<file path="src/rtl/StoreDataPkg.sv">
package StoreDataPkg;

    typedef logic [31:0] RegT;
    typedef logic [6:0] Tag;       // Top bit set: low 6 bits are a signed immediate
    typedef logic [5:0] RFTag;     // Bit 0 selects the bank
    typedef logic [1:0] StOff_t;
    typedef logic [5:0] SqN;       // Wraps, so ages are compared by difference

    typedef struct packed {
        logic valid;
        Tag tag;
        StOff_t offs;
        SqN storeSqN;
    } StDataLookupUOp;

    typedef struct packed {
        logic valid;
        SqN storeSqN;
        RegT result;
    } AmoDataUOp;

    // taken alone kills stores younger than storeSqN, flush kills all
    typedef struct packed {
        logic taken;
        logic flush;
        SqN storeSqN;
    } BranchProv;

    typedef struct packed {
        logic valid;
        RFTag tag;
    } RfReadReq;

    typedef struct packed {
        logic valid;
        RFTag tag;
        RegT data;
    } RfWrite;

    typedef struct packed {
        logic valid;
        SqN storeSqN;
        RegT data;
    } StDataUOp;

    typedef struct packed {
        logic valid;
        SqN storeSqN;
        RegT data;
    } StoreOut;

    function automatic logic isYounger(SqN sqn, SqN than);
        SqN diff;
        diff = sqn - than;
        return $signed(diff) > 0;
    endfunction

    function automatic logic branchKills(BranchProv br, SqN sqn);
        return br.taken && (br.flush || isYounger(sqn, br.storeSqN));
    endfunction

endpackage
</file>
<file path="src/rtl/StoreDataTop.sv">
module StoreDataTop
    import StoreDataPkg::*;
#(
    parameter int width = 2,
    parameter int sqDepth = 16
) (
    input  logic           clk,
    input  logic           rst,

    input  StDataLookupUOp uop [width-1:0],
    output logic           ready [width-1:0],
    input  AmoDataUOp      atomicUop [width-1:0],

    input  BranchProv      branch,
    input  RfWrite         rfWrite,

    input  StDataUOp       alloc,
    output logic           allocReady,

    output StoreOut        storeOut,
    input  logic           storeReady
);

    RfReadReq readReq [width-1:0];
    logic readReady [width-1:0];
    RegT readData [width-1:0];
    StDataUOp stData [width-1:0];

    StoreDataLoad #(
        .width(width)
    ) load (
        .clk(clk),
        .rst(rst),
        .branch(branch),
        .uop(uop),
        .ready(ready),
        .atomicUop(atomicUop),
        .readReq(readReq),
        .readReady(readReady),
        .readData(readData),
        .stData(stData)
    );

    BankedRegFile #(
        .width(width)
    ) regFile (
        .clk(clk),
        .rst(rst),
        .readReq(readReq),
        .readReady(readReady),
        .readData(readData),
        .rfWrite(rfWrite)
    );

    StoreQueue #(
        .width(width),
        .sqDepth(sqDepth)
    ) queue (
        .clk(clk),
        .rst(rst),
        .branch(branch),
        .alloc(alloc),
        .allocReady(allocReady),
        .stData(stData),
        .storeOut(storeOut),
        .storeReady(storeReady)
    );

endmodule

</file>
<file path="src/rtl/StoreQueue.sv">
module StoreQueue
    import StoreDataPkg::*;
#(
    parameter int width = 2,
    parameter int sqDepth = 16
) (
    input  logic      clk,
    input  logic      rst,

    input  BranchProv branch,

    input  StDataUOp  alloc,
    output logic      allocReady,

    input  StDataUOp  stData [width-1:0],

    output StoreOut   storeOut,
    input  logic      storeReady
);

    typedef logic [$clog2(sqDepth)-1:0] SqIdx;

    RegT entryData [sqDepth];
    logic [sqDepth-1:0] dataValid;

    SqN head;
    SqN tail;
    SqN count;
    SqN nextHead;
    SqN branchTail;
    SqN branchKeep;
    SqN liveAfter;
    logic drain;
    logic squashAll;

    // Entry sits between head and tail, unsigned distance handles the wrap
    function automatic logic inQueue(SqN sqn);
        SqN fromHead;
        fromHead = sqn - head;
        return fromHead < count;
    endfunction

    assign count = tail - head;
    assign allocReady = count != SqN'(sqDepth);

    assign storeOut.valid = count != '0 && dataValid[SqIdx'(head)];
    assign storeOut.storeSqN = head;
    assign storeOut.data = entryData[SqIdx'(head)];

    assign drain = storeOut.valid && storeReady;
    assign nextHead = head + SqN'(drain);

    assign branchTail = branch.storeSqN + 1'b1;
    assign branchKeep = branchTail - nextHead;
    assign liveAfter = tail - nextHead;
    assign squashAll = branch.flush || $signed(branchKeep) < 0;

    always_ff @(posedge clk) begin
        if (rst) begin
            head <= '0;
            tail <= '0;
            dataValid <= '0;
        end else begin
            head <= nextHead;
            if (drain) begin
                dataValid[SqIdx'(head)] <= 1'b0;
            end

            if (alloc.valid && allocReady) begin
                tail <= alloc.storeSqN + 1'b1;
                dataValid[SqIdx'(alloc.storeSqN)] <= 1'b0;
            end

            for (int i = 0; i < width; i++) begin
                if (stData[i].valid && inQueue(stData[i].storeSqN)) begin
                    dataValid[SqIdx'(stData[i].storeSqN)] <= 1'b1;
                end
            end

            // Squash cuts the tail back, alloc in the same cycle is dropped
            if (branch.taken) begin
                if (squashAll) begin
                    tail <= nextHead;
                    dataValid <= '0;
                end else if (branchKeep < liveAfter) begin
                    tail <= branchTail;
                end
            end
        end
    end

    // Payload only, validity lives in dataValid
    always_ff @(posedge clk) begin
        for (int i = 0; i < width; i++) begin
            if (stData[i].valid && inQueue(stData[i].storeSqN)) begin
                entryData[SqIdx'(stData[i].storeSqN)] <= stData[i].data;
            end
        end
    end

endmodule

</file>
<file path="src/rtl/BankedRegFile.sv">
module BankedRegFile
    import StoreDataPkg::*;
#(
    parameter int width = 2
) (
    input  logic     clk,
    input  logic     rst,

    input  RfReadReq readReq [width-1:0],
    output logic     readReady [width-1:0],
    output RegT      readData [width-1:0],

    input  RfWrite   rfWrite
);

    localparam int numBanks = 2;
    localparam int bankDepth = 32;

    typedef logic [$clog2(bankDepth)-1:0] RowIdx;

    RegT regs [numBanks][bankDepth];

    logic writeBank;
    RowIdx writeRow;
    logic readBank [width-1:0];
    RowIdx readRow [width-1:0];

    // Low tag bit picks the bank, the rest the row
    assign writeBank = rfWrite.tag[0];
    assign writeRow = RowIdx'(rfWrite.tag >> 1);

    always_comb begin
        for (int i = 0; i < width; i++) begin
            readBank[i] = readReq[i].tag[0];
            readRow[i] = RowIdx'(readReq[i].tag >> 1);
        end
    end

    // The write port takes the read slot of its bank
    always_comb begin
        for (int i = 0; i < width; i++) begin
            readReady[i] = !(rfWrite.valid && writeBank == readBank[i]);
        end
    end

    always_ff @(posedge clk) begin
        if (rst) begin
            for (int b = 0; b < numBanks; b++) begin
                for (int r = 0; r < bankDepth; r++) begin
                    regs[b][r] <= '0;
                end
            end
        end else if (rfWrite.valid) begin
            regs[writeBank][writeRow] <= rfWrite.data;
        end
    end

    // One registered read per lane
    always_ff @(posedge clk) begin
        for (int i = 0; i < width; i++) begin
            if (readReq[i].valid && readReady[i]) begin
                readData[i] <= regs[readBank[i]][readRow[i]];
            end
        end
    end

endmodule

</file>
<file path="src/rtl/StoreDataLoad.sv">
module StoreDataLoad
    import StoreDataPkg::*;
#(
    parameter int width = 2
) (
    input  logic           clk,
    input  logic           rst,

    input  BranchProv      branch,

    input  StDataLookupUOp uop [width-1:0],
    output logic           ready [width-1:0],
    input  AmoDataUOp      atomicUop [width-1:0],

    output RfReadReq       readReq [width-1:0],
    input  logic           readReady [width-1:0],
    input  RegT            readData [width-1:0],

    output StDataUOp       stData [width-1:0]
);

    // Moves the low bytes up by the offset, bytes below it end up zero
    function automatic RegT shiftData(RegT raw, StOff_t offs);
        return raw << {offs, 3'b000};
    endfunction

    function automatic RegT expandImm(Tag tag);
        return {{26{tag[5]}}, tag[5:0]};
    endfunction

    for (genvar i = 0; i < width; i++) begin : gLane
        StDataUOp held;
        logic lookup;              // Register data returns this cycle
        StOff_t lookupOffs;
        RegT lookupData;
        logic isImm;
        logic accept;
        RfReadReq req;
        StDataUOp out;

        assign isImm = uop[i].tag[$bits(Tag)-1];

        always_comb begin
            req.valid = uop[i].valid && !isImm;
            req.tag = RFTag'(uop[i].tag);
        end
        assign readReq[i] = req;

        // Stall while an atomic result occupies the lane or the bank is busy
        assign ready[i] = !(atomicUop[i].valid && held.valid) && (!req.valid || readReady[i]);

        assign accept = uop[i].valid && ready[i] && !branchKills(branch, uop[i].storeSqN);

        assign lookupData = shiftData(readData[i], lookupOffs);

        always_ff @(posedge clk) begin
            if (rst) begin
                held.valid <= 1'b0;
                lookup <= 1'b0;
            end else begin
                lookup <= 1'b0;

                // Keep the returned data in case the atomic input holds us up
                if (lookup) begin
                    held.data <= lookupData;
                end

                // Delivered unless an atomic result took the slot
                if (!atomicUop[i].valid || branchKills(branch, held.storeSqN)) begin
                    held.valid <= 1'b0;
                end

                if (accept) begin
                    held.valid <= 1'b1;
                    held.storeSqN <= uop[i].storeSqN;
                    if (isImm) begin
                        held.data <= shiftData(expandImm(uop[i].tag), uop[i].offs);
                    end else begin
                        lookup <= 1'b1;
                        lookupOffs <= uop[i].offs;
                    end
                end
            end
        end

        // Atomic result wins the lane
        always_comb begin
            out = '0;
            if (atomicUop[i].valid) begin
                out.valid = 1'b1;
                out.storeSqN = atomicUop[i].storeSqN;
                out.data = atomicUop[i].result;
            end else if (held.valid) begin
                out = held;
                if (lookup) begin
                    out.data = lookupData;   // Forward the fresh read
                end
            end
        end
        assign stData[i] = out;
    end

endmodule

</file>
<file path="config.mk">
export PLATFORM = sky130hd
export DESIGN_NAME = StoreDataTop
export DESIGN_NICKNAME = d
export VERILOG_FILES = /design/src/rtl/StoreDataPkg.sv /design/src/rtl/StoreDataTop.sv /design/src/rtl/StoreQueue.sv /design/src/rtl/BankedRegFile.sv /design/src/rtl/StoreDataLoad.sv
export SDC_FILE = /design/constraint.sdc
export NUM_CORES = 2
export LEC_CHECK = 0
export BUFFER_PORTS_ARGS = -buffer_cell sky130_fd_sc_hd__buf_4
export CAP_MARGIN = 20
export CORE_UTILIZATION = 55
export CTS_BUF_LIST = sky130_fd_sc_hd__clkbuf_8
export DETAILED_ROUTE_END_ITERATION = 16
export HOLD_SLACK_MARGIN = 0.15
export MAX_ROUTING_LAYER = met4
export PLACE_DENSITY = 0.71
export SKIP_LAST_GASP = 1
export SLEW_MARGIN = 20
export SYNTH_ARGS = -nofsm -noshare
export SYNTH_HDL_FRONTEND = slang
export SYNTH_SLANG_ARGS = --single-unit
</file>
<file path="constraint.sdc">
create_clock -name clk -period 8.85 [get_ports clk]
set_input_delay 1.77 -clock clk [delete_from_list [all_inputs] [get_ports clk]]
set_output_delay 1.77 -clock clk [all_outputs]
set_load 0.01 [all_outputs]
</file>
==> run_results.csv <==
group,metric,value,unit
place,dpl.hpwl,280,mm
clock_tree,cts_tree,"built",
clock_tree,post_cts_buffers,0,
global_route,grt_first_pass_wirelength,669,mm
synthesis,async_flop_share,0,
synthesis,synth_seq_cells,2736,
finish,nets,8536,
synthesis,synth-simple-area-share,0.0711,
timing,tightest_slew,1280,ps
clock_tree,cts-root-buf,"clkbuf_8",
synthesis,synth_fa_ha_area_frac,0.00744,
timing,fin_tns_setup,0,ps
critical_path,crit_path_max_fanout,42,
global_route,grt_antenna_before_repair,58,
critical_path,crit_required,9850,ps
global_route,grt_max_degree,113,
synthesis,synth_edf_count,2704,
synthesis,syn_inst,8109,
timing,setup_viol,0,
drt,wl_per_cell,40.2,µm
clock_tree,numCtsBuffers,461,
global_route,grt_overflow,0,
drt,drc_errors,0,
finish,final_cell_mix,"edfxtp_1 (2,704), mux4_2 (1,481), and2_1 (1,075)",
clock_tree,path_clk_slew,60,ps
timing,finalHoldViolations,0,
critical_path,worstSetupPathType,"reg2reg",
synthesis,synth_top_family_by_area,"multiplexers",
finish,drive_gt1_frac,0.318,
drt,ant_nets,0,
place,post-place-cells,11123,
global_route,gr-usage-all-layers,0.391,
place,port_buffers,208,
clock_tree,clk_path_buf_depth,4,
floorplan,pin_count,241,
drt,vias,87913,
clock_tree,cts_sinks,2736,
synthesis,synth_seq_area_share,0.590,
pwr,ir_drop,0.172,mV
timing,relSlewSlack,0.141,
place,gp_congestion,0.969,
timing,slew_violations,0,
critical_path,worstSetupEndpointType,"flop",
finish,syn_to_final_growth,10.5,%
drt,drtPass1Iterations,9,
floorplan,die-area,254000,µm²
finish,final_util,0.614,
floorplan,core_area,250000,µm²
critical_path,rrSetupSlack,1920,ps
synthesis,synth_xor_area_frac,0.00397,
synthesis,avgSynthCellArea,17.1,µm²
finish,layout_commonest_cell,"edfxtp_1",
drt,drtIter0Drc,14962,
synthesis,yosysUniqueCellTypes,72,
worst_hold_path,hold_path.class,"reg2reg",
critical_path,critPathLaunchType,"flop",
status,status,"complete, no violations",
synthesis,synth_compound_area_frac,0.0308,
drt,postRouteWirelength,483,mm
drt,avgViaCountPerCell,7.32,
clock_tree,h-tree-depth,5,
synthesis,synth_mux_area_frac,0.271,
pwr,pwr_density_cell,201,nW/µm²
synthesis,synth_fp_nets,8381,
clock_tree,clock_latency,1180,ps
synthesis,synthFlopType,"edfxtp_1",
timing,skew,157,ps
global_route,grt_pass1_vias,87137,
floorplan,initial_core_util,0.555,
clock_tree,ctsResizeCount,0,
timing,rsz0062_at_grt,"false",
synthesis,yosysWarningCount,0,
finish,final_cells,12006,
floorplan,die_h,504,µm
timing,fin_crit,6930,ps
synthesis,mappedNetlistArea,139000,µm²
floorplan,fp.dieW,504,µm
pwr,leakagePower,0.0521,µW
timing,period_share,0.783,
floorplan,rows,183,
job,cap_violations,0,
timing,max_freq,144,MHz
critical_path,arrival,7930,ps
clock_tree,cts_hold_buf,0,
==> worst max-delay path, cell delays in order, from the launching register on <==
cell       delay (ps)
dfxtp_4           820
inv_1             400
fa_1              550
xnor2_1           360
nand3_1           130
a211oi_1          270
o211a_1           240
nor2b_1            70
and2_1            170
ha_1              220
ha_1              210
xnor2_1           550
ha_1              390
a21oi_1           150
o21ai_0           160
maj3_1            430
a21oi_4           240
xnor2_2           190
ha_1              290
a21oi_1           170
nand2_1           110
nor3_1            420
o2bb2ai_1         180
o21a_1            140
==> worst paths after layout <==
kind | cells past startpoint | start | to
worst max-delay path | 23 | queue.head[1]$_SDFF_PP0_ | queue.tail[4]$_SDFF_PP0_
worst max register to register | 23 | queue.head[1]$_SDFF_PP0_ | queue.tail[4]$_SDFF_PP0_
worst min register to register | 2 | queue.dataValid[6]$_SDFF_PP0_ | queue.dataValid[6]$_SDFF_PP0_
worst min-delay path | 2 | queue.dataValid[6]$_SDFF_PP0_ | queue.dataValid[6]$_SDFF_PP0_
==> layer usage <==
metal  vias to the layer above  part of all wire  track usage
li1                      33144                 -            -
met1                     45138              0.33        0.483
met2                      7925              0.46        0.572
met3                      1706              0.15        0.129
met4                         0             0.065        0.218
met5                         -                 0            -
==> state kept, by name, summed over array words and instances (netlist names) <==
register,count
load.gLane.held,78
regFile.readData,64
queue.entryData,512
load.gLane.lookup,2
queue.dataValid,16
regFile.regs,2048
queue.head,6
queue.tail,6
load.gLane.lookupOffs,4
==> synthesized netlist by cell type (13+ instances only) <==
library cell	count	area, µm²
o21a_1	15	113
edfxtp_1	2704	81200
o21ai_0	69	345
mux2i_1	369	3690
nand2_1	127	477
a21oi_1	376	1880
buf_1	86	323
a22oi_1	48	360
a211oi_1	67	503
xnor2_1	42	368
nor3_1	31	155
a22o_1	13	114
mux2_2	49	552
a31oi_1	29	181
a21o_1	27	203
clkbuf_1	560	2100
and2_1	1096	6860
ha_1	64	801
nor2_1	302	1130
o22ai_1	19	119
nor2b_1	79	494
mux4_2	1481	33400
inv_1	76	285
xor2_1	19	166
nand3_1	32	160
dfxtp_1	32	641
nand2b_1	15	93.8
buf_2	141	706
==> where the power goes <==
part | leakage, µW | switching (µW) | internal (µW)
clock network | 0.00475 | 5200 | 5190
logic | 0.0217 | 2740 | 1940
registers | 0.0257 | 440 | 15300
total | 0.0521 | 8370 | 22500
==> final cells by class <==
cell class                      instances  area, µm²
Tap cell                             3330       4170
Inverter                               77        294
Sequential cell                      2736      81800
Timing Repair Buffer                  483       4190
Fill cell                           17969      96400
Clock inverter                        336       1660
Multi-Input combinational cell       4505      54400
Clock buffer                          468       6440
Antenna cell                           71        178
==> cell families after synthesis <==
logic type / after synthesis
xor gates and xnor gates: 62
buffers and inverters: 868
adders and majority gates: 78
and+or+nand+nor: 1752
AOI/OAI and AO/OA: 714
DFF: 2736
muxes: 1899
==> per-stage QoR <==
stage	setup WS (ps)	power, µW	hold WS [ps]	cell area (µm²)
finish	1920	30800	490	153000
global route	1460	31500	517	153000
CTS	1940	30700	490	153000
detailed placement	1870	20600	489	145000
global placement	1790	20400	479	144000
floorplan	2010	18700	455	139000
Power figures use the tool's default switching activity.
